<file path="config.mk">
export PLATFORM = sky130hd
export DESIGN_NAME = mem_access
export DESIGN_NICKNAME = d
export VERILOG_FILES = /design/src/pipe_pkg.sv /design/src/mem_access.sv
export VERILOG_INCLUDE_DIRS = /design/src /design/src/src
export SDC_FILE = /design/constraint.sdc
export NUM_CORES = 2
export LEC_CHECK = 0
export BUFFER_PORTS_ARGS = -buffer_cell sky130_fd_sc_hd__buf_2
export CORE_MARGIN = 3
export CORE_UTILIZATION = 25
export CTS_CLUSTER_DIAMETER = 80
export DETAILED_ROUTE_END_ITERATION = 10
export PLACE_DENSITY = 0.43
export SYNTH_ARGS = -nofsm -noshare
export SYNTH_HDL_FRONTEND = slang
export SYNTH_SLANG_ARGS = --single-unit
</file>
<file path="constraint.sdc">
create_clock -name i_clk -period 2.5 [get_ports i_clk]
set_input_delay 0.25 -clock i_clk [delete_from_list [all_inputs] [get_ports i_clk]]
set_output_delay 0.25 -clock i_clk [all_outputs]
set_load 0.05 [all_outputs]
</file>
<file path="src/mips_settings.svh">
`ifndef MIPS_SETTINGS_SVH
`define MIPS_SETTINGS_SVH

// ==============================
// datapath sizes
// ==============================

// width of a data word and of the pc
`define DATA_W 32

// register file shape
`define REG_COUNT 32
`define REG_AW 5

// data memory depth in words
`define DMEM_WORDS 64

`endif

</file>
<file path="src/pipe_pkg.sv">
`default_nettype none

`include "mips_settings.svh"

package pipe_pkg;

	typedef enum logic [1:0] {
		ALU_ADD   = 2'b00,
		ALU_SUB   = 2'b01,
		ALU_FUNCT = 2'b10
	} aluop_e;

	// ==============================
	// control groups
	// ==============================

	// other[0] flips beq into bne, other[1] turns sub into slt
	typedef struct packed {
		logic       regdst;
		logic       alusrc;
		aluop_e     aluop;
		logic [1:0] other;
	} ex_ctrl_t;

	typedef struct packed {
		logic branch;
		logic memread;
		logic memwrite;
	} mem_ctrl_t;

	typedef struct packed {
		logic memtoreg;
		logic regwrite;
	} wb_ctrl_t;

	typedef struct packed {
		ex_ctrl_t  ex;
		mem_ctrl_t mem;
		wb_ctrl_t  wb;
	} ctrl_t;

	// ==============================
	// stage payloads
	// ==============================

	typedef struct packed {
		ctrl_t              ctrl;
		logic [`DATA_W-1:0] next_pc;
		logic [`DATA_W-1:0] rs_val;
		logic [`DATA_W-1:0] rt_val;
		logic [`DATA_W-1:0] imm;
		logic [`REG_AW-1:0] rt_num;
		logic [`REG_AW-1:0] rd_num;
	} id_ex_t;

	typedef struct packed {
		mem_ctrl_t          mem;
		wb_ctrl_t           wb;
		logic [`DATA_W-1:0] alu_res;
		logic [`DATA_W-1:0] store_data;
		logic [`REG_AW-1:0] dst;
	} ex_mem_t;

	// register file write port
	typedef struct packed {
		logic               en;
		logic [`REG_AW-1:0] addr;
		logic [`DATA_W-1:0] data;
	} wb_t;

endpackage

`default_nettype wire

</file>
<file path="src/mem_access.sv">
`timescale 1ns/1ps
`default_nettype none

`include "mips_settings.svh"

module mem_access (
	input  logic              i_clk,
	input  logic              i_rst_n,
	input  pipe_pkg::ex_mem_t i_ex_mem,
	output pipe_pkg::wb_t     o_wb
);

	localparam int DMEM_AW = $clog2(`DMEM_WORDS);

	logic [`DATA_W-1:0] dmem [`DMEM_WORDS];
	logic [DMEM_AW-1:0] word_idx;
	logic [`DATA_W-1:0] load_data;

	// byte address to word index
	assign word_idx  = i_ex_mem.alu_res[DMEM_AW+1:2];
	assign load_data = i_ex_mem.mem.memread ? dmem[word_idx] : '0;

	// ==============================
	// data memory
	// ==============================
	always_ff @(posedge i_clk or negedge i_rst_n) begin
		if (!i_rst_n) begin
			for (int i = 0; i < `DMEM_WORDS; i++) begin
				dmem[i] <= '0;
			end
		end else if (i_ex_mem.mem.memwrite) begin
			dmem[word_idx] <= i_ex_mem.store_data;
		end
	end

	// ==============================
	// write-back port
	// ==============================
	always_ff @(posedge i_clk or negedge i_rst_n) begin
		if (!i_rst_n) begin
			o_wb <= '0;
		end else begin
			// writes to r0 are dropped here
			o_wb.en   <= i_ex_mem.wb.regwrite && (i_ex_mem.dst != '0);
			o_wb.addr <= i_ex_mem.dst;
			o_wb.data <= i_ex_mem.wb.memtoreg ? load_data : i_ex_mem.alu_res;
		end
	end

endmodule

`default_nettype wire

</file>
==> flow_metrics.py <==
metrics = {
    "status": {
        "status": "finished clean",
    },
    "synth": {
        "synthArstFlopShare_pct": 100,
        "syn-num-nets": 7016,
        "synth-compound-area-share_pct": 11.1,
        "synth_area_um2": 93500,
        "yosysWarnings": 0,
        "synth_seq_cells": 2086,
        "synth_edf_count": 0,
        "synthAdderAreaFrac_pct": 0,
        "yosys.area_share.simple_pct": 2.03,
        "synth_top_family_by_area": "multiplexers",
        "seq_area_frac_synth_pct": 55.8,
        "synth_cells": 6940,
        "synthFlopType": "dfrtp_1",
        "post_synth.cell_area_avg_um2": 13.5,
        "synthXorXnorAreaFrac_pct": 0,
        "yosys.cell_types.count": 67,
        "synth_mux_area_share_pct": 27.4,
    },
    "sta": {
        "period_share_pct": 98.6,
        "min_period_ps": 2460,
        "clock.fmax_mhz": 406,
        "setup-tns-final_ps": 0,
        "tightest_slew_ps": 976,
        "finClkSkew_ps": 73.1,
        "setup_viol": 0,
        "finalHoldViolCount": 0,
        "slew_viol_final": 0,
        "grt_setup_unrepaired": "false",
        "maxSlewHeadroom_pct": 34.8,
    },
    "setup_path": {
        "path_max_fanout": 11,
        "crit_path_top_delay_cell": "dlygate4sd3_1",
        "crit_chain": "buf_2 > clkinv_1 > nand3b_1 > buf_12 > buf_4 > o22ai_1 > o21ai_0 > o2111ai_1 > a2bb2oi_1 > dlygate4sd3_1",
        "max_stage_delay_ps": 580,
        "timing.critical_path.from_type": "input port",
        "endpoint_kind": "register",
        "worstPathArrival_ps": 3280,
        "reg2reg_depth": 6,
        "cp.required_ps": 3320,
        "worst-setup-path-type": "input port to register",
    },
    "placed_design": {
        "io_buffer_count": 112,
        "hpwl_um": 298000,
        "placed_cell_area_um2": 109000,
        "place_congestion": 0.859,
    },
    "die": {
        "fp.dieH_um": 618,
        "io_pins": 114,
        "start_util_pct": 25.2,
        "core_um2": 371000,
        "fp-row-count": 223,
        "die_x_um": 618,
        "die_area_um2": 382000,
    },
    "detailed_routing": {
        "vias": 68200,
        "detail-route-antenna-nets": 0,
        "wl_per_cell_um": 35.5,
        "drc_errors": 0,
        "drt_iter0_markers": 6779,
        "drt-pass1-iter-count": 6,
        "routed_wl_um": 450000,
        "via_per_inst": 5.39,
    },
    "clock_network": {
        "cts_root_buf": "clkbuf_16",
        "cts_max_level": 4,
        "clk_pin_slew_ps": 60,
        "cts_tree": "yes",
        "post-cts-setup-buffers": 0,
        "insertion_delay_ps": 940,
        "cts.sinks": 2086,
        "cts_buffers": 241,
        "clock_path_buffers": 4,
    },
    "worst_hold_path": {
        "hold_depth": 2,
        "hold_class": "input port to register",
    },
    "global_route": {
        "grt_first_pass_wirelength_um": 614000,
        "grt_pass1_vias": 69800,
        "antenna_found_initial": 38,
        "grtUsageTotal_pct": 23.0,
        "overflow": 0,
        "grt_start_max_net_pins": 105,
    },
    "final_layout": {
        "fin_area_um2": 117000,
        "multi_input_area_um2": 38500,
        "nets": 7586,
        "layout-drive-gt1-share_pct": 47.8,
        "seqCellArea_um2": 52200,
        "area_delta_synth_final_pct": 25.3,
        "fill_cells": 36900,
    },
    "flow_run": {
        "maxCapViolCount": 0,
    },
    "pwr": {
        "p_leak_nw": 52.8,
        "irDropWorstVdd_uv": 548,
        "powerDensity_nw_per_um2": 748,
    },
}
final cells by class:
cell class	count	share of cell area [%]
Clock buffer	359	6.04
Sequential cell	2086	44.6
Inverter	5	0.0246
Timing Repair Buffer	1090	10.6
Tap cell	4950	5.29
Multi-Input combinational cell	4086	32.9
Antenna cell	14	0.0299
Clock inverter	76	0.625
where the power goes:
part	switching, mW	leakage (nW)	total, mW	internal (mW)
Sequential	2.27	27.7	40.5	38.2
Clock	15.1	3.86	35.5	20.4
Combinational	6.00	21.2	11.7	5.70
flip-flops by register name, summed over array words and instances, names as in the netlist:
name / flops
dmem: 2048
o_wb: 38
worst paths after layout:
| kind | start | to | slack (ps) |
|---|---|---|---|
| max | i_ex_mem[44] | o_wb[0] | 40 |
| min | i_ex_mem[12] | dmem[1255] | 60 |
| max reg2reg | dmem[834] | o_wb[2] | 80 |
| min reg2reg | dmem[817] | dmem[817] | 490 |
| max in group asynchronous | i_rst_n | dmem[1590] | 1440 |
| min in group asynchronous | i_rst_n | dmem[650] | 200 |
logic make-up after synthesis:
family / count (synthesis)
buffers and inverters: 768
AND/OR/NAND/NOR: 394
multiplexers: 2266
flip-flops: 2086
AO/OA/AOI/OAI: 1426
layer usage:
layer  track usage [%]  vias up  wire length [um]
met2              36.8     2642            207000
met1              31.0    37500            194000
met5                 0        -                23
met4              8.93        4             20200
li1                  -    27300                 -
met3              4.03      748             28900
metrics by stage:
step                setup WS [ps]  power [mW]  instances  hold slack [ps]  util, %
floorplan                     447        47.2       6940            -45.6        -
global placement             -734        52.1      12200              245     29.3
detailed placement           -810        52.7      12200              246     29.3
CTS                          62.5        88.3      12700             6.81     31.6
global route                 46.6        91.0      12700             38.0     31.6
finish                       35.4        87.7      12700             63.2     31.6
synthesized netlist by cell type (all sizes together) (9+ instances only):
library cell / number / area [um^2]
mux2: 2168 / 24400
dfrtp: 2086 / 52200
a22oi: 590 / 4430
buf: 460 / 2220
clkbuf: 303 / 1140
o22ai: 248 / 1550
a221oi: 174 / 1520
nor2: 112 / 425
nand2: 111 / 417
a21oi: 106 / 531
o21ai: 94 / 470
mux2i: 78 / 781
a22o: 43 / 377
nor4: 36 / 225
nor3: 31 / 170
a221o: 30 / 300
o221ai: 27 / 236
nand3: 24 / 120
mux4: 20 / 450
nor2b: 20 / 133
o2bb2ai: 20 / 175
a31oi: 15 / 93.8
o32a: 14 / 140
nand4: 11 / 68.8
a2111oi: 9 / 91.3
a222oi: 9 / 90.1
or3: 9 / 56.3
cell usage in the layout, fill, tap and decap left out, drive strengths merged, types with 27 or more instances in the layout:
cell type       n
nand2         111
dfrtp        2086
o221ai         27
buf          1035
dlygate4sd3    55
nor4           36
nor3           31
mux2i          78
a22o           43
mux2         2168
a221oi        174
a21oi         106
nor2          112
a22oi         590
clkbuf        359
o21ai          94
o22ai         248
a221o          30
clkinv         55
critical path, delay by kind of cell:
kind	cells	cell delay [ps]
AO/OA/AOI/OAI	4	930
buffers and inverters	5	1730
AND/OR/NAND/NOR	1	310
repair_timing:
item / 4_1_cts / 5_1_grt
hold buffers: 56 / 0
hold endpoints to repair: 1647 / 0
gates resized for setup: 1 / 0
setup endpoints to repair: 1 / 0
Power figures use the tool's default switching activity.
