[config.mk]
export PLATFORM = sky130hd
export DESIGN_NAME = execute
export DESIGN_NICKNAME = d
export VERILOG_FILES = /design/src/isa_pkg.sv /design/src/pipe_pkg.sv /design/src/execute.sv
export VERILOG_INCLUDE_DIRS = /design/src /design/src/src
export SDC_FILE = /design/constraint.sdc
export NUM_CORES = 1
export LEC_CHECK = 0
export BUFFER_PORTS_ARGS = -buffer_cell sky130_fd_sc_hd__buf_2
export CORE_ASPECT_RATIO = 0.75
export CORE_UTILIZATION = 50
export DETAILED_ROUTE_END_ITERATION = 10
export PLACE_DENSITY_LB_ADDON = 0.2
export SLEW_MARGIN = 20
export SYNTH_ARGS = -nofsm -noshare
export SYNTH_HDL_FRONTEND = slang
export SYNTH_SLANG_ARGS = --single-unit
[constraint.sdc]
create_clock -name i_clk -period 0.8 [get_ports i_clk]
set_input_delay 0 -clock i_clk [delete_from_list [all_inputs] [get_ports i_clk]]
set_output_delay 0 -clock i_clk [all_outputs]
set_load 0.05 [all_outputs]
[src/mips_settings.svh]
`ifndef MIPS_SETTINGS_SVH
`define MIPS_SETTINGS_SVH

// ==============================
// datapath sizes
// ==============================

// width of a data word and of the pc
`define DATA_W 32

// register file shape
`define REG_COUNT 32
`define REG_AW 5

// data memory depth in words
`define DMEM_WORDS 64

`endif

[src/isa_pkg.sv]
`default_nettype none

package isa_pkg;

	// primary opcodes of the supported subset
	typedef enum logic [5:0] {
		OP_RTYPE = 6'd0,
		OP_BEQ   = 6'd4,
		OP_BNE   = 6'd5,
		OP_ADDI  = 6'd8,
		OP_SLTI  = 6'd10,
		OP_LW    = 6'd35,
		OP_SW    = 6'd43
	} opcode_e;

	// r-type function codes
	typedef enum logic [5:0] {
		FN_ADD = 6'd32,
		FN_SUB = 6'd34,
		FN_AND = 6'd36,
		FN_OR  = 6'd37,
		FN_SLT = 6'd42
	} funct_e;

	// low half, r-type view
	typedef struct packed {
		logic [4:0] rd;
		logic [4:0] shamt;
		funct_e     funct;
	} rfields_t;

	// low half seen either as r-type fields or as the i-type immediate
	typedef union packed {
		rfields_t    r;
		logic [15:0] imm;
	} low_t;

	typedef struct packed {
		opcode_e    opcode;
		logic [4:0] rs;
		logic [4:0] rt;
		low_t       low;
	} instr_t;

endpackage

`default_nettype wire

[src/pipe_pkg.sv]
`default_nettype none

`include "mips_settings.svh"

package pipe_pkg;

	typedef enum logic [1:0] {
		ALU_ADD   = 2'b00,
		ALU_SUB   = 2'b01,
		ALU_FUNCT = 2'b10
	} aluop_e;

	// ==============================
	// control groups
	// ==============================

	// other[0] flips beq into bne, other[1] turns sub into slt
	typedef struct packed {
		logic       regdst;
		logic       alusrc;
		aluop_e     aluop;
		logic [1:0] other;
	} ex_ctrl_t;

	typedef struct packed {
		logic branch;
		logic memread;
		logic memwrite;
	} mem_ctrl_t;

	typedef struct packed {
		logic memtoreg;
		logic regwrite;
	} wb_ctrl_t;

	typedef struct packed {
		ex_ctrl_t  ex;
		mem_ctrl_t mem;
		wb_ctrl_t  wb;
	} ctrl_t;

	// ==============================
	// stage payloads
	// ==============================

	typedef struct packed {
		ctrl_t              ctrl;
		logic [`DATA_W-1:0] next_pc;
		logic [`DATA_W-1:0] rs_val;
		logic [`DATA_W-1:0] rt_val;
		logic [`DATA_W-1:0] imm;
		logic [`REG_AW-1:0] rt_num;
		logic [`REG_AW-1:0] rd_num;
	} id_ex_t;

	typedef struct packed {
		mem_ctrl_t          mem;
		wb_ctrl_t           wb;
		logic [`DATA_W-1:0] alu_res;
		logic [`DATA_W-1:0] store_data;
		logic [`REG_AW-1:0] dst;
	} ex_mem_t;

	// register file write port
	typedef struct packed {
		logic               en;
		logic [`REG_AW-1:0] addr;
		logic [`DATA_W-1:0] data;
	} wb_t;

endpackage

`default_nettype wire

[src/execute.sv]
`timescale 1ns/1ps
`default_nettype none

`include "mips_settings.svh"

module execute (
	input  logic               i_clk,
	input  logic               i_rst_n,
	input  pipe_pkg::id_ex_t   i_id_ex,
	output pipe_pkg::ex_mem_t  o_ex_mem,
	output logic               o_redirect_valid,
	output logic [`DATA_W-1:0] o_redirect_pc
);

	logic [`DATA_W-1:0] op_a;
	logic [`DATA_W-1:0] op_b;
	logic               less;
	logic [`DATA_W-1:0] alu_res;
	isa_pkg::funct_e    funct;
	logic               taken;
	logic [`DATA_W-1:0] target;
	pipe_pkg::ex_mem_t  ex_mem_d;

	// ==============================
	// alu
	// ==============================
	assign op_a  = i_id_ex.rs_val;
	assign op_b  = i_id_ex.ctrl.ex.alusrc ? i_id_ex.imm : i_id_ex.rt_val;
	assign less  = $signed(op_a) < $signed(op_b);
	// funct sits in the low bits of the extended immediate
	assign funct = isa_pkg::funct_e'(i_id_ex.imm[5:0]);

	always_comb begin
		case (i_id_ex.ctrl.ex.aluop)
			pipe_pkg::ALU_ADD: alu_res = op_a + op_b;
			pipe_pkg::ALU_SUB: begin
				if (i_id_ex.ctrl.ex.other[1]) begin
					alu_res = {{(`DATA_W-1){1'b0}}, less};
				end else begin
					alu_res = op_a - op_b;
				end
			end
			pipe_pkg::ALU_FUNCT: begin
				case (funct)
					isa_pkg::FN_ADD: alu_res = op_a + op_b;
					isa_pkg::FN_SUB: alu_res = op_a - op_b;
					isa_pkg::FN_AND: alu_res = op_a & op_b;
					isa_pkg::FN_OR:  alu_res = op_a | op_b;
					isa_pkg::FN_SLT: alu_res = {{(`DATA_W-1){1'b0}}, less};
					default:         alu_res = '0;
				endcase
			end
			default: alu_res = '0;
		endcase
	end

	// other[0] turns beq into bne
	assign taken  = i_id_ex.ctrl.mem.branch &
		((i_id_ex.rs_val == i_id_ex.rt_val) ^ i_id_ex.ctrl.ex.other[0]);
	assign target = i_id_ex.next_pc + {i_id_ex.imm[`DATA_W-3:0], 2'b00};

	always_comb begin
		ex_mem_d.mem        = i_id_ex.ctrl.mem;
		ex_mem_d.wb         = i_id_ex.ctrl.wb;
		ex_mem_d.alu_res    = alu_res;
		ex_mem_d.store_data = i_id_ex.rt_val;
		ex_mem_d.dst        = i_id_ex.ctrl.ex.regdst ? i_id_ex.rd_num : i_id_ex.rt_num;
	end

	// ==============================
	// ex/mem register and redirect
	// ==============================
	always_ff @(posedge i_clk or negedge i_rst_n) begin
		if (!i_rst_n) begin
			o_ex_mem         <= '0;
			o_redirect_valid <= 1'b0;
			o_redirect_pc    <= '0;
		end else begin
			o_ex_mem         <= ex_mem_d;
			o_redirect_valid <= taken;
			o_redirect_pc    <= target;
		end
	end

endmodule

`default_nettype wire

==> results of run 1 <==
## logic make-up after synthesis
logic type,count (synthesis),synth area share
buffers and inverters,155,0.0594
adders and majority gates,145,0.185
DFF,107,0.270
xor gates and xnor gates,71,0.0627
and+or+nand+nor,248,0.119
muxes,43,0.0440
AOI/OAI and AO/OA,375,0.260
## routing by layer
metal / GRT usage / overflow
met3: 0.521 / 2
met4: 0.782 / 36
met5: 0.217 / 0
met1: 0.710 / 2
met2: 0.950 / 55
## what timing repair did
| item | 4_1_cts |
|---|---|
| gates cloned | 3 |
| hold buffers | 52 |
| hold endpoints to repair | 153 |
| gates resized for setup | 478 |
| buffers inserted | 66 |
| endpoints found under the setup margin | 168 |
| pin swaps | 138 |
## per-stage QoR
| step | TNS, ns | hold slack (ns) | std cells | worst slack, ns |
|---|---|---|---|---|
| 3_5_place_dp | -104.88 | -0.142 | 2058 | -2.49 |
| 3_3_place_gp | -101.19 | -0.142 | 2058 | -2.42 |
| 4_1_cts | -80.81 | -0.0321 | 2184 | -1.78 |
| 2_1_floorplan | -70.41 | -0.296 | 1144 | -2.12 |
==> summary.txt, run 1 <==
GRT Util Overall: 0.730
row count: 44
synthesized area per cell: 8.67 µm²
I/O Buffers: 257
Detailed Place HPWL: 34800 µm
vias in the first global route: 18225
Starting Density: 0.512
synthesized cell area: 0.00992 mm²
Post-Syn Instances: 1144
Synth top cells by count: ha_1 (142), dfrtp_1 (107), inv_1 (104)
Final GP Congestion: 1.03
stop err: [ERROR GRT-0116] Global routing finished with congestion. Check the congestion regions in the DRC Viewer.
largest net degree at the start of global routing: 37
first-pass GRT wire length: 111000 µm
Halt Stage: global routing (5_1_grt)
Synth area leader: dfrtp_1
Net Count, Synth: 1440
H-tree levels: 3
EDFF count, synth: 0
total global routing overflow: 95
most numerous cell in the Yosys netlist: ha_1
Synth Register Bits: 107
ys flop type: dfrtp_1
total CTS buffers: 9
die width: 165 µm
I/O pin total: 258
Ys Warns: 0
library cells used by synthesis: 83
placed cell areas: 0.0152 mm²
post-synthesis async set-or-reset flop share: 1.00
root buffer selected by CTS: clkbuf_16
ranking of synthesized cells by area: dfrtp_1 (27%), ha_1 (18%), a21oi_1 (4.6%)
status: stopped before the end
post-synth top area share: 0.270
die extent in y: 124 µm
clock sink count: 107
Seq/Total Area, Yosys: 0.270
CTS max path bufs: 2
==> inputs of run 2 (changes only) <==
--- a/config.mk
+++ b/config.mk
@@ -7,10 +7,9 @@
 export NUM_CORES = 1
 export LEC_CHECK = 0
 export BUFFER_PORTS_ARGS = -buffer_cell sky130_fd_sc_hd__buf_2
-export CORE_ASPECT_RATIO = 0.75
-export CORE_UTILIZATION = 50
+export CORE_UTILIZATION = 35
 export DETAILED_ROUTE_END_ITERATION = 10
-export PLACE_DENSITY_LB_ADDON = 0.2
+export PLACE_DENSITY_LB_ADDON = 0.15
 export SLEW_MARGIN = 20
 export SYNTH_ARGS = -nofsm -noshare
 export SYNTH_HDL_FRONTEND = slang
==> constraint.sdc (replaced) <==
create_clock -name i_clk -period 1.04 [get_ports i_clk]
set_input_delay 0 -clock i_clk [delete_from_list [all_inputs] [get_ports i_clk]]
set_output_delay 0 -clock i_clk [all_outputs]
set_load 0.05 [all_outputs]
==> run 2 against run 1 <==
Effect of this change:
- the flow now finishes, with violations (setup timing)
- area after synthesis unchanged
- synthesized cell count stayed put
==> summary.txt, run 2 <==
final hold violations: 0
total global routing overflow: 0
root buffer selected by CTS: clkbuf_16
Final Max Slew Viols: 0
I/O Buffers: 257
final instance area: 0.0185 mm²
DRC viols: 0
Synth top cells by count: ha_1 (142), dfrtp_1 (107), inv_1 (104)
final setup fails: 60
Data arrival, critical path: 2.98 ns
largest net degree at the start of global routing: 39
clk slew on worst S/H paths: 0.10 ns
H-tree levels: 3
CTS tree: built
most common cell after layout, fill and taps aside: buf_4
clock sink count: 107
Placed Cells: 2179
Total Wirelength: 47100 µm
met3 GRT Util: 0.0377
synthesized cell area: 0.00992 mm²
DP Worst Slack: -2.25 ns
status: finished, violations left
row count: 61
CP endpoint kind: flop
crit start category: input pin
Area Growth Syn to Fin: 86.4%
share of cells above drive strength 1: 0.537
post-synthesis async set-or-reset flop share: 1.00
Synth area leader: dfrtp_1
Final GP Congestion: 0.935
EDFF count, synth: 0
Die Area: 0.0290 mm²
Crit Path Max Fanout: 6
total CTS buffers: 9
met1 usage: 0.379
initial antenna violation count: 2
GR peak layer: met2
vias in the first global route: 12402
final core occ: 0.663
Net Count, Synth: 1440
Slew headroom: 0.582
Least-Margin Pin Slew: 0.624 ns
Core Box Area: 0.0279 mm²
failing checks: setup timing
Post-Syn Instances: 1144
Top Registers: o_ex_mem x74, o_redirect_pc x32, o_redirect_valid x1
minimum clock period: 2.68 ns
final worst-path cycle share: 2.58
Initial DRT Pass Iterations: 5
PwrDens: 1140 mW/mm²
post-synth top area share: 0.270
first-pass GRT wire length: 69000 µm
met2 Use GR: 0.562
most numerous cell in the Yosys netlist: ha_1
Detailed Place HPWL: 35600 µm
DRT antenna net count: 0
wire length per cell: 20.3 µm
library cells used by synthesis: 83
Crit Path Class: in2reg
via count: 12029
CTS max path bufs: 2
Ys Warns: 0
I/O pin total: 258
Peak VDD IR: 860 µV
MaxCap Viol Count: 0
most frequent cells in the layout: buf_4 (441), buf_2 (251), ha_1 (117), dfrtp_1 (107), inv_1 (100)
worst min-delay path class: in2async
RSZ-0062 raised after global routing: yes
placed cell areas: 0.0154 mm²
vias per std cell: 5.19
GRT Util Overall: 0.317
ranking of synthesized cells by area: dfrtp_1 (27%), ha_1 (18%), a21oi_1 (4.6%)
fillers: 2318
Seq/Total Area, Yosys: 0.270
Synth Register Bits: 107
FMAX: 373 MHz
synthesized area per cell: 8.67 µm²
Layout Cells excl Fill: 2319
Starting Density: 0.356
Top reg by flops: o_ex_mem
die width: 170 µm
Final nets: 2230
DRT iter0 DRCs: 685
die extent in y: 170 µm
WP data required: 1.34 ns
WHS: 0.0285 ns
ys flop type: dfrtp_1
Largest register FFs: 74
Pleak: 9.04 nW
Worst Slack Setup Final: -1.64 ns
==> run 2: cell families (layout without fill, tap and decap cells) <==
group / Yosys count / after routing / synth area share
buffers and inverters: 155 / 950 / 0.0594
xor gates and xnor gates: 71 / 71 / 0.0627
adders and majority gates: 145 / 145 / 0.185
other: 0 / 2 / 0
and+or+nand+nor: 248 / 248 / 0.119
DFF: 107 / 107 / 0.270
muxes: 43 / 43 / 0.0440
AOI/OAI and AO/OA: 375 / 375 / 0.260
==> run 2: through the flow <==
stage	total power, mW	TNS, ns
CTS	20.3	-57.09
detailed placement	15.2	-98.95
floorplan	10.7	-56.45
finish	21.1	-61.51
global route	22.0	-66.44
global placement	15.2	-97.93
==> run 2: layout make-up <==
| cell class | count | area (µm²) | area share |
|---|---|---|---|
| multi-input cells | 882 | 8350 | 0.452 |
| flip-flops and latches | 107 | 2680 | 0.145 |
| repair buffers | 825 | 6250 | 0.338 |
| diodes | 2 | 5.00 | 0.000271 |
| well taps | 378 | 473 | 0.0256 |
| inverters | 109 | 412 | 0.0223 |
| clock inverters | 7 | 88.8 | 0.00481 |
| clock buffers | 9 | 225 | 0.0122 |
==> run 2: final timing paths <==
check                                     to  slack, ns          from  cells after the start
setup / recovery                o_ex_mem[56]      -1.64  i_id_ex[147]                     16
hold / removal                  o_ex_mem[63]       0.03       i_rst_n                      2
max in group asynchronous  o_redirect_pc[16]       0.49       i_rst_n                      3
min in group i_clk              o_ex_mem[37]       0.03  i_id_ex[146]                      3
==> run 2: power breakdown <==
| group | internal [mW] | switching [mW] | total, mW |
|---|---|---|---|
| clock | 1.76 | 2.13 | 3.89 |
| combinational | 5.33 | 7.06 | 12.4 |
| sequential | 4.69 | 0.132 | 4.82 |
==> run 2: repair_timing <==
item                                    in CTS  in global routing
resized for setup                          188                137
endpoints found under the setup margin      62                 58
setup buffers                               38                 45
hold buffers                                53                  0
cloned                                       6                  0
endpoints found under the hold margin      153                  0
pin swaps                                  105                105
==> run 2: critical path, stage by stage <==
cell and delay [ns]:
buf_12 0.11, buf_4 0.13, buf_6 0.11, mux2i_4 0.19, ha_4 0.28, buf_6 0.11
inv_4 0.04, a211o_4 0.34, a211o_1 0.33, a2111oi_4 0.36, o21ai_4 0.17, buf_4 0.18
a211oi_2 0.19, o21bai_2 0.12, o21a_1 0.19, o22ai_2 0.11
==> run 2: layer usage <==
metal / part of all wire / vias up
li1: - / 5711
met1: 0.41 / 5829
met2: 0.50 / 382
met3: 0.044 / 107
met4: 0.048 / 0
met5: 0 / -
Note: power is estimated with default switching activity, not from simulation.
