File: config.mk
export PLATFORM = sky130hd
export DESIGN_NAME = decode
export DESIGN_NICKNAME = d
export VERILOG_FILES = /design/src/isa_pkg.sv /design/src/pipe_pkg.sv /design/src/control.sv /design/src/decode.sv /design/src/register_bank.sv
export VERILOG_INCLUDE_DIRS = /design/src /design/src/src
export SDC_FILE = /design/constraint.sdc
export NUM_CORES = 2
export LEC_CHECK = 0
export BUFFER_PORTS_ARGS = -buffer_cell sky130_fd_sc_hd__buf_2
export CAP_MARGIN = 10
export CORE_MARGIN = 2
export CORE_UTILIZATION = 52
export DETAILED_ROUTE_END_ITERATION = 16
export HOLD_SLACK_MARGIN = 0.06
export PLACE_DENSITY_LB_ADDON = 0.1
export SYNTH_ARGS = -nofsm -noshare
export SYNTH_HDL_FRONTEND = slang
export SYNTH_HIERARCHICAL = 1
export SYNTH_SLANG_ARGS = --single-unit
File: constraint.sdc
create_clock -name i_clk -period 2 [get_ports i_clk]
set_input_delay 0.1 -clock i_clk [delete_from_list [all_inputs] [get_ports i_clk]]
set_output_delay 0.1 -clock i_clk [all_outputs]
set_load 0.02 [all_outputs]
File: src/mips_settings.svh
`ifndef MIPS_SETTINGS_SVH
`define MIPS_SETTINGS_SVH

// ==============================
// datapath sizes
// ==============================

// width of a data word and of the pc
`define DATA_W 32

// register file shape
`define REG_COUNT 32
`define REG_AW 5

// data memory depth in words
`define DMEM_WORDS 64

`endif

File: src/isa_pkg.sv
`default_nettype none

package isa_pkg;

	// primary opcodes of the supported subset
	typedef enum logic [5:0] {
		OP_RTYPE = 6'd0,
		OP_BEQ   = 6'd4,
		OP_BNE   = 6'd5,
		OP_ADDI  = 6'd8,
		OP_SLTI  = 6'd10,
		OP_LW    = 6'd35,
		OP_SW    = 6'd43
	} opcode_e;

	// r-type function codes
	typedef enum logic [5:0] {
		FN_ADD = 6'd32,
		FN_SUB = 6'd34,
		FN_AND = 6'd36,
		FN_OR  = 6'd37,
		FN_SLT = 6'd42
	} funct_e;

	// low half, r-type view
	typedef struct packed {
		logic [4:0] rd;
		logic [4:0] shamt;
		funct_e     funct;
	} rfields_t;

	// low half seen either as r-type fields or as the i-type immediate
	typedef union packed {
		rfields_t    r;
		logic [15:0] imm;
	} low_t;

	typedef struct packed {
		opcode_e    opcode;
		logic [4:0] rs;
		logic [4:0] rt;
		low_t       low;
	} instr_t;

endpackage

`default_nettype wire

File: src/pipe_pkg.sv
`default_nettype none

`include "mips_settings.svh"

package pipe_pkg;

	typedef enum logic [1:0] {
		ALU_ADD   = 2'b00,
		ALU_SUB   = 2'b01,
		ALU_FUNCT = 2'b10
	} aluop_e;

	// ==============================
	// control groups
	// ==============================

	// other[0] flips beq into bne, other[1] turns sub into slt
	typedef struct packed {
		logic       regdst;
		logic       alusrc;
		aluop_e     aluop;
		logic [1:0] other;
	} ex_ctrl_t;

	typedef struct packed {
		logic branch;
		logic memread;
		logic memwrite;
	} mem_ctrl_t;

	typedef struct packed {
		logic memtoreg;
		logic regwrite;
	} wb_ctrl_t;

	typedef struct packed {
		ex_ctrl_t  ex;
		mem_ctrl_t mem;
		wb_ctrl_t  wb;
	} ctrl_t;

	// ==============================
	// stage payloads
	// ==============================

	typedef struct packed {
		ctrl_t              ctrl;
		logic [`DATA_W-1:0] next_pc;
		logic [`DATA_W-1:0] rs_val;
		logic [`DATA_W-1:0] rt_val;
		logic [`DATA_W-1:0] imm;
		logic [`REG_AW-1:0] rt_num;
		logic [`REG_AW-1:0] rd_num;
	} id_ex_t;

	typedef struct packed {
		mem_ctrl_t          mem;
		wb_ctrl_t           wb;
		logic [`DATA_W-1:0] alu_res;
		logic [`DATA_W-1:0] store_data;
		logic [`REG_AW-1:0] dst;
	} ex_mem_t;

	// register file write port
	typedef struct packed {
		logic               en;
		logic [`REG_AW-1:0] addr;
		logic [`DATA_W-1:0] data;
	} wb_t;

endpackage

`default_nettype wire

File: src/control.sv
`timescale 1ns/1ps
`default_nettype none

module control (
	input  isa_pkg::opcode_e i_opcode,
	output pipe_pkg::ctrl_t  o_ctrl
);

	always_comb begin
		// unknown opcodes fall through as a nop
		o_ctrl = '0;
		case (i_opcode)
			isa_pkg::OP_RTYPE: begin
				o_ctrl.ex.regdst   = 1'b1;
				o_ctrl.ex.aluop    = pipe_pkg::ALU_FUNCT;
				o_ctrl.wb.regwrite = 1'b1;
			end
			isa_pkg::OP_ADDI: begin
				o_ctrl.ex.alusrc   = 1'b1;
				o_ctrl.ex.aluop    = pipe_pkg::ALU_ADD;
				o_ctrl.wb.regwrite = 1'b1;
			end
			isa_pkg::OP_SLTI: begin
				o_ctrl.ex.alusrc   = 1'b1;
				o_ctrl.ex.aluop    = pipe_pkg::ALU_SUB;
				o_ctrl.ex.other[1] = 1'b1;
				o_ctrl.wb.regwrite = 1'b1;
			end
			isa_pkg::OP_LW: begin
				o_ctrl.ex.alusrc   = 1'b1;
				o_ctrl.ex.aluop    = pipe_pkg::ALU_ADD;
				o_ctrl.mem.memread = 1'b1;
				o_ctrl.wb.memtoreg = 1'b1;
				o_ctrl.wb.regwrite = 1'b1;
			end
			isa_pkg::OP_SW: begin
				o_ctrl.ex.alusrc    = 1'b1;
				o_ctrl.ex.aluop     = pipe_pkg::ALU_ADD;
				o_ctrl.mem.memwrite = 1'b1;
			end
			isa_pkg::OP_BEQ: begin
				o_ctrl.ex.aluop   = pipe_pkg::ALU_SUB;
				o_ctrl.mem.branch = 1'b1;
			end
			isa_pkg::OP_BNE: begin
				o_ctrl.ex.aluop    = pipe_pkg::ALU_SUB;
				o_ctrl.ex.other[0] = 1'b1;
				o_ctrl.mem.branch  = 1'b1;
			end
			default: begin
				o_ctrl = '0;
			end
		endcase
	end

endmodule

`default_nettype wire

File: src/decode.sv
`timescale 1ns/1ps
`default_nettype none

`include "mips_settings.svh"

module decode (
	input  logic               i_clk,
	input  logic               i_rst_n,
	input  isa_pkg::instr_t    i_instr,
	input  logic [`DATA_W-1:0] i_next_pc,
	input  pipe_pkg::wb_t      i_wb,
	output pipe_pkg::id_ex_t   o_id_ex
);

	// ==============================
	// combinational decode
	// ==============================
	pipe_pkg::ctrl_t    ctrl;
	logic [`DATA_W-1:0] rs_val;
	logic [`DATA_W-1:0] rt_val;
	logic [`DATA_W-1:0] imm_ext;
	pipe_pkg::id_ex_t   id_ex_d;

	control u_control (
		.i_opcode (i_instr.opcode),
		.o_ctrl   (ctrl)
	);

	register_bank u_register_bank (
		.i_clk     (i_clk),
		.i_rst_n   (i_rst_n),
		.i_rs_addr (i_instr.rs),
		.i_rt_addr (i_instr.rt),
		.i_wb      (i_wb),
		.o_rs_data (rs_val),
		.o_rt_data (rt_val)
	);

	// sign extension of the 16-bit immediate
	assign imm_ext = {{(`DATA_W-16){i_instr.low.imm[15]}}, i_instr.low.imm};

	always_comb begin
		id_ex_d.ctrl    = ctrl;
		id_ex_d.next_pc = i_next_pc;
		id_ex_d.rs_val  = rs_val;
		id_ex_d.rt_val  = rt_val;
		id_ex_d.imm     = imm_ext;
		// execute picks one of the two destination candidates
		id_ex_d.rt_num  = i_instr.rt;
		id_ex_d.rd_num  = i_instr.low.r.rd;
	end

	// ==============================
	// id/ex register
	// ==============================
	always_ff @(posedge i_clk or negedge i_rst_n) begin
		if (!i_rst_n) begin
			o_id_ex <= '0;
		end else begin
			o_id_ex <= id_ex_d;
		end
	end

endmodule

`default_nettype wire

File: src/register_bank.sv
`timescale 1ns/1ps
`default_nettype none

`include "mips_settings.svh"

module register_bank (
	input  logic               i_clk,
	input  logic               i_rst_n,
	input  logic [`REG_AW-1:0] i_rs_addr,
	input  logic [`REG_AW-1:0] i_rt_addr,
	input  pipe_pkg::wb_t      i_wb,
	output logic [`DATA_W-1:0] o_rs_data,
	output logic [`DATA_W-1:0] o_rt_data
);

	logic [`DATA_W-1:0] regs [`REG_COUNT];

	// r0 always reads as zero
	// a pending write to the same register wins over the stored value
	function automatic logic [`DATA_W-1:0] read_port(input logic [`REG_AW-1:0] addr);
		logic [`DATA_W-1:0] val;
		if (addr == '0) begin
			val = '0;
		end else if (i_wb.en && (i_wb.addr == addr)) begin
			val = i_wb.data;
		end else begin
			val = regs[addr];
		end
		return val;
	endfunction

	always_comb begin
		o_rs_data = read_port(i_rs_addr);
		o_rt_data = read_port(i_rt_addr);
	end

	// ==============================
	// write port
	// ==============================
	always_ff @(posedge i_clk or negedge i_rst_n) begin
		if (!i_rst_n) begin
			for (int i = 0; i < `REG_COUNT; i++) begin
				regs[i] <= '0;
			end
		end else if (i_wb.en && (i_wb.addr != '0)) begin
			regs[i_wb.addr] <= i_wb.data;
		end
	end

endmodule

`default_nettype wire

==> results.py <==
metrics = {
    "outcome": {
        "status": "finished, violations left",
        "violations": "setup timing",
    },
    "placement": {
        "post_dp_cell_area_sq_mm": 0.0650,
        "place.gp.congestion": 0.881,
        "portBuffers": 252,
        "hpwl_um": 134000,
    },
    "final_layout": {
        "fillers": 8262,
        "fin_area_sq_mm": 0.0709,
        "regArea_sq_mm": 0.0288,
        "layout.nets": 4559,
        "synthToLayoutAreaGrowth_pct": 21.5,
        "drive_gt1_share_pct": 52.0,
        "multi_input_area_sq_mm": 0.0277,
    },
    "timing": {
        "worst_slew_pin_slew_ns": 1.20,
        "fin_crit_sh_pct": 102,
        "whs_ns": 0.123,
        "hold_viol_final": 0,
        "rsz0062_at_grt": "false",
        "min_period_ns": 2.03,
        "slew_headroom_pct": 19.5,
        "fin_ws_ns": -0.0333,
        "setup_viol": 5,
        "slew_violations": 0,
        "fmax_mhz": 492,
        "skew_ns": 0.0268,
    },
    "yosys": {
        "synth_area_per_cell_sq_um": 14.8,
        "ys_top_cells_by_area": "dfrtp_1, mux2_2, mux4_2",
        "synthesis.area_sq_mm": 0.0584,
        "synth_top_cell_by_area": "dfrtp_1",
        "ys_async_sr_fraction_pct": 100,
        "synth.ff_latch_count": 1152,
        "synth-seq-area-share_pct": 49.4,
        "syn_inst": 3940,
        "yosysMostFrequentCell": "dfrtp_1",
        "synth_top_area_share_pct": 49.4,
        "syn_nets": 4044,
        "synthTopCellsByCount": "dfrtp_1, mux2_2, mux4_2",
        "ys_types": 63,
        "yosysWarnings": 6,
        "ys.flop_type": "dfrtp_1",
        "synth_edf_count": 0,
    },
    "critical_path": {
        "cpMaxStageDelayCell": "dlygate4sd3_1",
        "crit_type": "in2reg",
        "startpoint_type": "input port",
        "critPathCaptureType": "register",
        "r2r-end": "o_id_ex[89]$_DFF_PN0_",
        "regToRegStartpoint": "u_register_bank/regs[847]$_DFFE_PN0P_",
        "cp_cell_sequence": "dlygate4sd3_1 > buf_6 > buf_4 > nor2_1 > nand2_2 > o311ai_4 > buf_12 > nor2b_1 > a311o_1",
        "crit_required_ns": 2.62,
        "reg2reg_depth": 4,
        "cp.arrival_ns": 2.66,
        "crit_fanout": 10,
        "critical_path.max_stage_delay_ns": 0.55,
        "r2r_slack_ns": 0.03,
    },
    "cts": {
        "cts_inserted_buffers": 133,
        "cts_buffer_depth": 3,
        "cts-root-buf": "clkbuf_16",
        "clk_latency_ns": 0.77,
        "numClockSinks": 1152,
        "cts_tree": "yes",
        "clk_pin_slew_worst_paths_ns": 0.06,
        "cts_max_level": 4,
    },
    "power_and_ir_drop": {
        "p_per_area_mw_per_mm2": 984,
        "ir_worst_vdd_uv": 886,
        "p_leak_nw": 31.6,
        "p_seq_share_pct": 44.2,
        "clockPowerShare_pct": 35.9,
        "swShare_pct": 27.6,
        "comb_power_share_pct": 19.9,
        "p_switching_mw": 19.3,
        "internal_power_mw": 50.5,
    },
    "die": {
        "rows": 122,
        "initial_core_util_pct": 52.6,
        "num_io_pins": 253,
        "core_sq_mm": 0.111,
        "die_w_um": 339,
        "dieArea_sq_mm": 0.115,
        "die_y_um": 339,
    },
    "grt": {
        "use_met2_pct": 54.6,
        "grt_max_degree": 62,
        "grt_use_total_pct": 36.0,
        "use_met1_pct": 50.5,
        "grt_overflow": 0,
        "grt_use_met3_pct": 7.38,
        "antenna_found_initial": 17,
        "gr-max-usage-layer": "met2",
        "grt_pass1_vias": 41253,
        "grt_first_pass_wirelength_um": 298000,
    },
    "drt": {
        "drt_first_pass_iters": 5,
        "postRouteAntennaNets": 0,
        "via_count": 40780,
        "via_per_inst": 6.74,
        "drc": 0,
        "wl_per_cell_um": 34.0,
        "drt_iter0_drc": 4166,
        "wirelength_um": 206000,
    },
    "flow_run": {
        "max_cap_viol_count": 0,
    },
    "hold_path": {
        "min_path_type": "in2async",
    },
}
power groups by stage:
stage	Combinational (mW)	Sequential [mW]	Clock, mW
after floorplan	9.25	30.2	0
after global placement	13.3	30.8	0
after detailed placement	13.5	31.0	0
after CTS	13.8	30.7	25.3
after global routing	14.7	31.3	26.3
final	13.9	30.8	25.0
stage by stage:
stage / worst slack, ns / total power [mW] / std cells / setup TNS, ns / utilization, %
after floorplan: 0.0790 / 39.4 / 3940 / 0 / -
after global placement: -0.465 / 44.1 / 5657 / -4.38 / 58.6
after detailed placement: -0.458 / 44.6 / 5657 / -4.91 / 58.6
after CTS: 0.0147 / 69.8 / 6040 / 0 / 63.9
after global routing: 0.000136 / 72.3 / 6046 / 0 / 63.9
final: -0.0333 / 69.8 / 6048 / -0.0833 / 63.9
worst max path at each step:
stage | cells after the start | slack (ns) | end | startpoint
floorplan | 6 | 0.08 | o_id_ex[76]$_DFF_PN0_ | i_instr[21]
global placement | 10 | -0.46 | o_id_ex[44]$_DFF_PN0_ | i_instr[16]
detailed placement | 10 | -0.46 | o_id_ex[44]$_DFF_PN0_ | i_instr[16]
CTS | 4 | 0.01 | o_id_ex[90]$_DFF_PN0_ | u_register_bank/regs[848]$_DFFE_PN0P_
global route | 4 | 0.0001 | o_id_ex[94]$_DFF_PN0_ | u_register_bank/regs[468]$_DFFE_PN0P_
finish | 9 | -0.03 | o_id_ex[90]$_DFF_PN0_ | i_instr[22]
what timing repair did:
action                     4_1_cts  5_1_grt
gates resized for setup          0        4
setup buffers                    0        4
setup endpoints to repair        0        4
hold buffers                   147        0
hold endpoints to repair      2084        0
worst max-delay path: cells and delay by family:
family / cells / cell delay (ns)
simple gates: 3 / 0.85
buf+inv: 4 / 1.18
compound gates: 2 / 0.50
flip-flops by register name (all words and copies together) (netlist names):
name                  flops
o_id_ex                 128
u_register_bank/regs   1024
cell usage in the layout, fill, tap and decap left out, types with 12 or more instances in the layout:
cell type,n
a22oi_1,106
nand2_1,29
bufinv_16,12
a221oi_1,45
a211o_1,12
nand2_2,13
o22ai_1,50
nor3_1,16
mux2_2,1004
clkbuf_16,137
nor2_4,17
a31oi_1,17
mux4_1,12
nor2_1,33
clkinv_2,20
o21ai_0,64
o211ai_1,19
nor2b_1,12
mux2i_1,213
dlygate4sd3_1,146
nand3_1,25
o22a_1,18
buf_2,245
mux4_2,406
clkbuf_8,19
clkbuf_1,32
buf_4,277
dfrtp_1,1152
buf_12,163
a21oi_1,63
metal layers:
| metal | up-vias | wire, um |
|---|---|---|
| met5 | - | 84 |
| met4 | 14 | 10000 |
| met3 | 514 | 18000 |
| met2 | 2117 | 93800 |
| met1 | 21888 | 83900 |
| li1 | 16247 | - |
kinds of logic after synthesis:
group	Yosys count	synth area share, %
muxes	1635	39.2
DFF	1152	49.4
and+or+nand+nor	216	1.90
xor gates and xnor gates	10	0.150
buffers and inverters	464	3.69
AOI/OAI and AO/OA	463	5.66
final cells by class:
| cell class | instances | share of cell area [%] |
|---|---|---|
| sequential | 1152 | 40.6 |
| multi-input combinational | 2324 | 39.0 |
| timing repair buffer | 837 | 11.4 |
| clock buffer | 188 | 5.37 |
| tap | 1488 | 2.63 |
| clock inverter | 48 | 0.875 |
| inverter | 7 | 0.0370 |
| antenna | 4 | 0.0141 |
(Power assumes the default switching activity.)
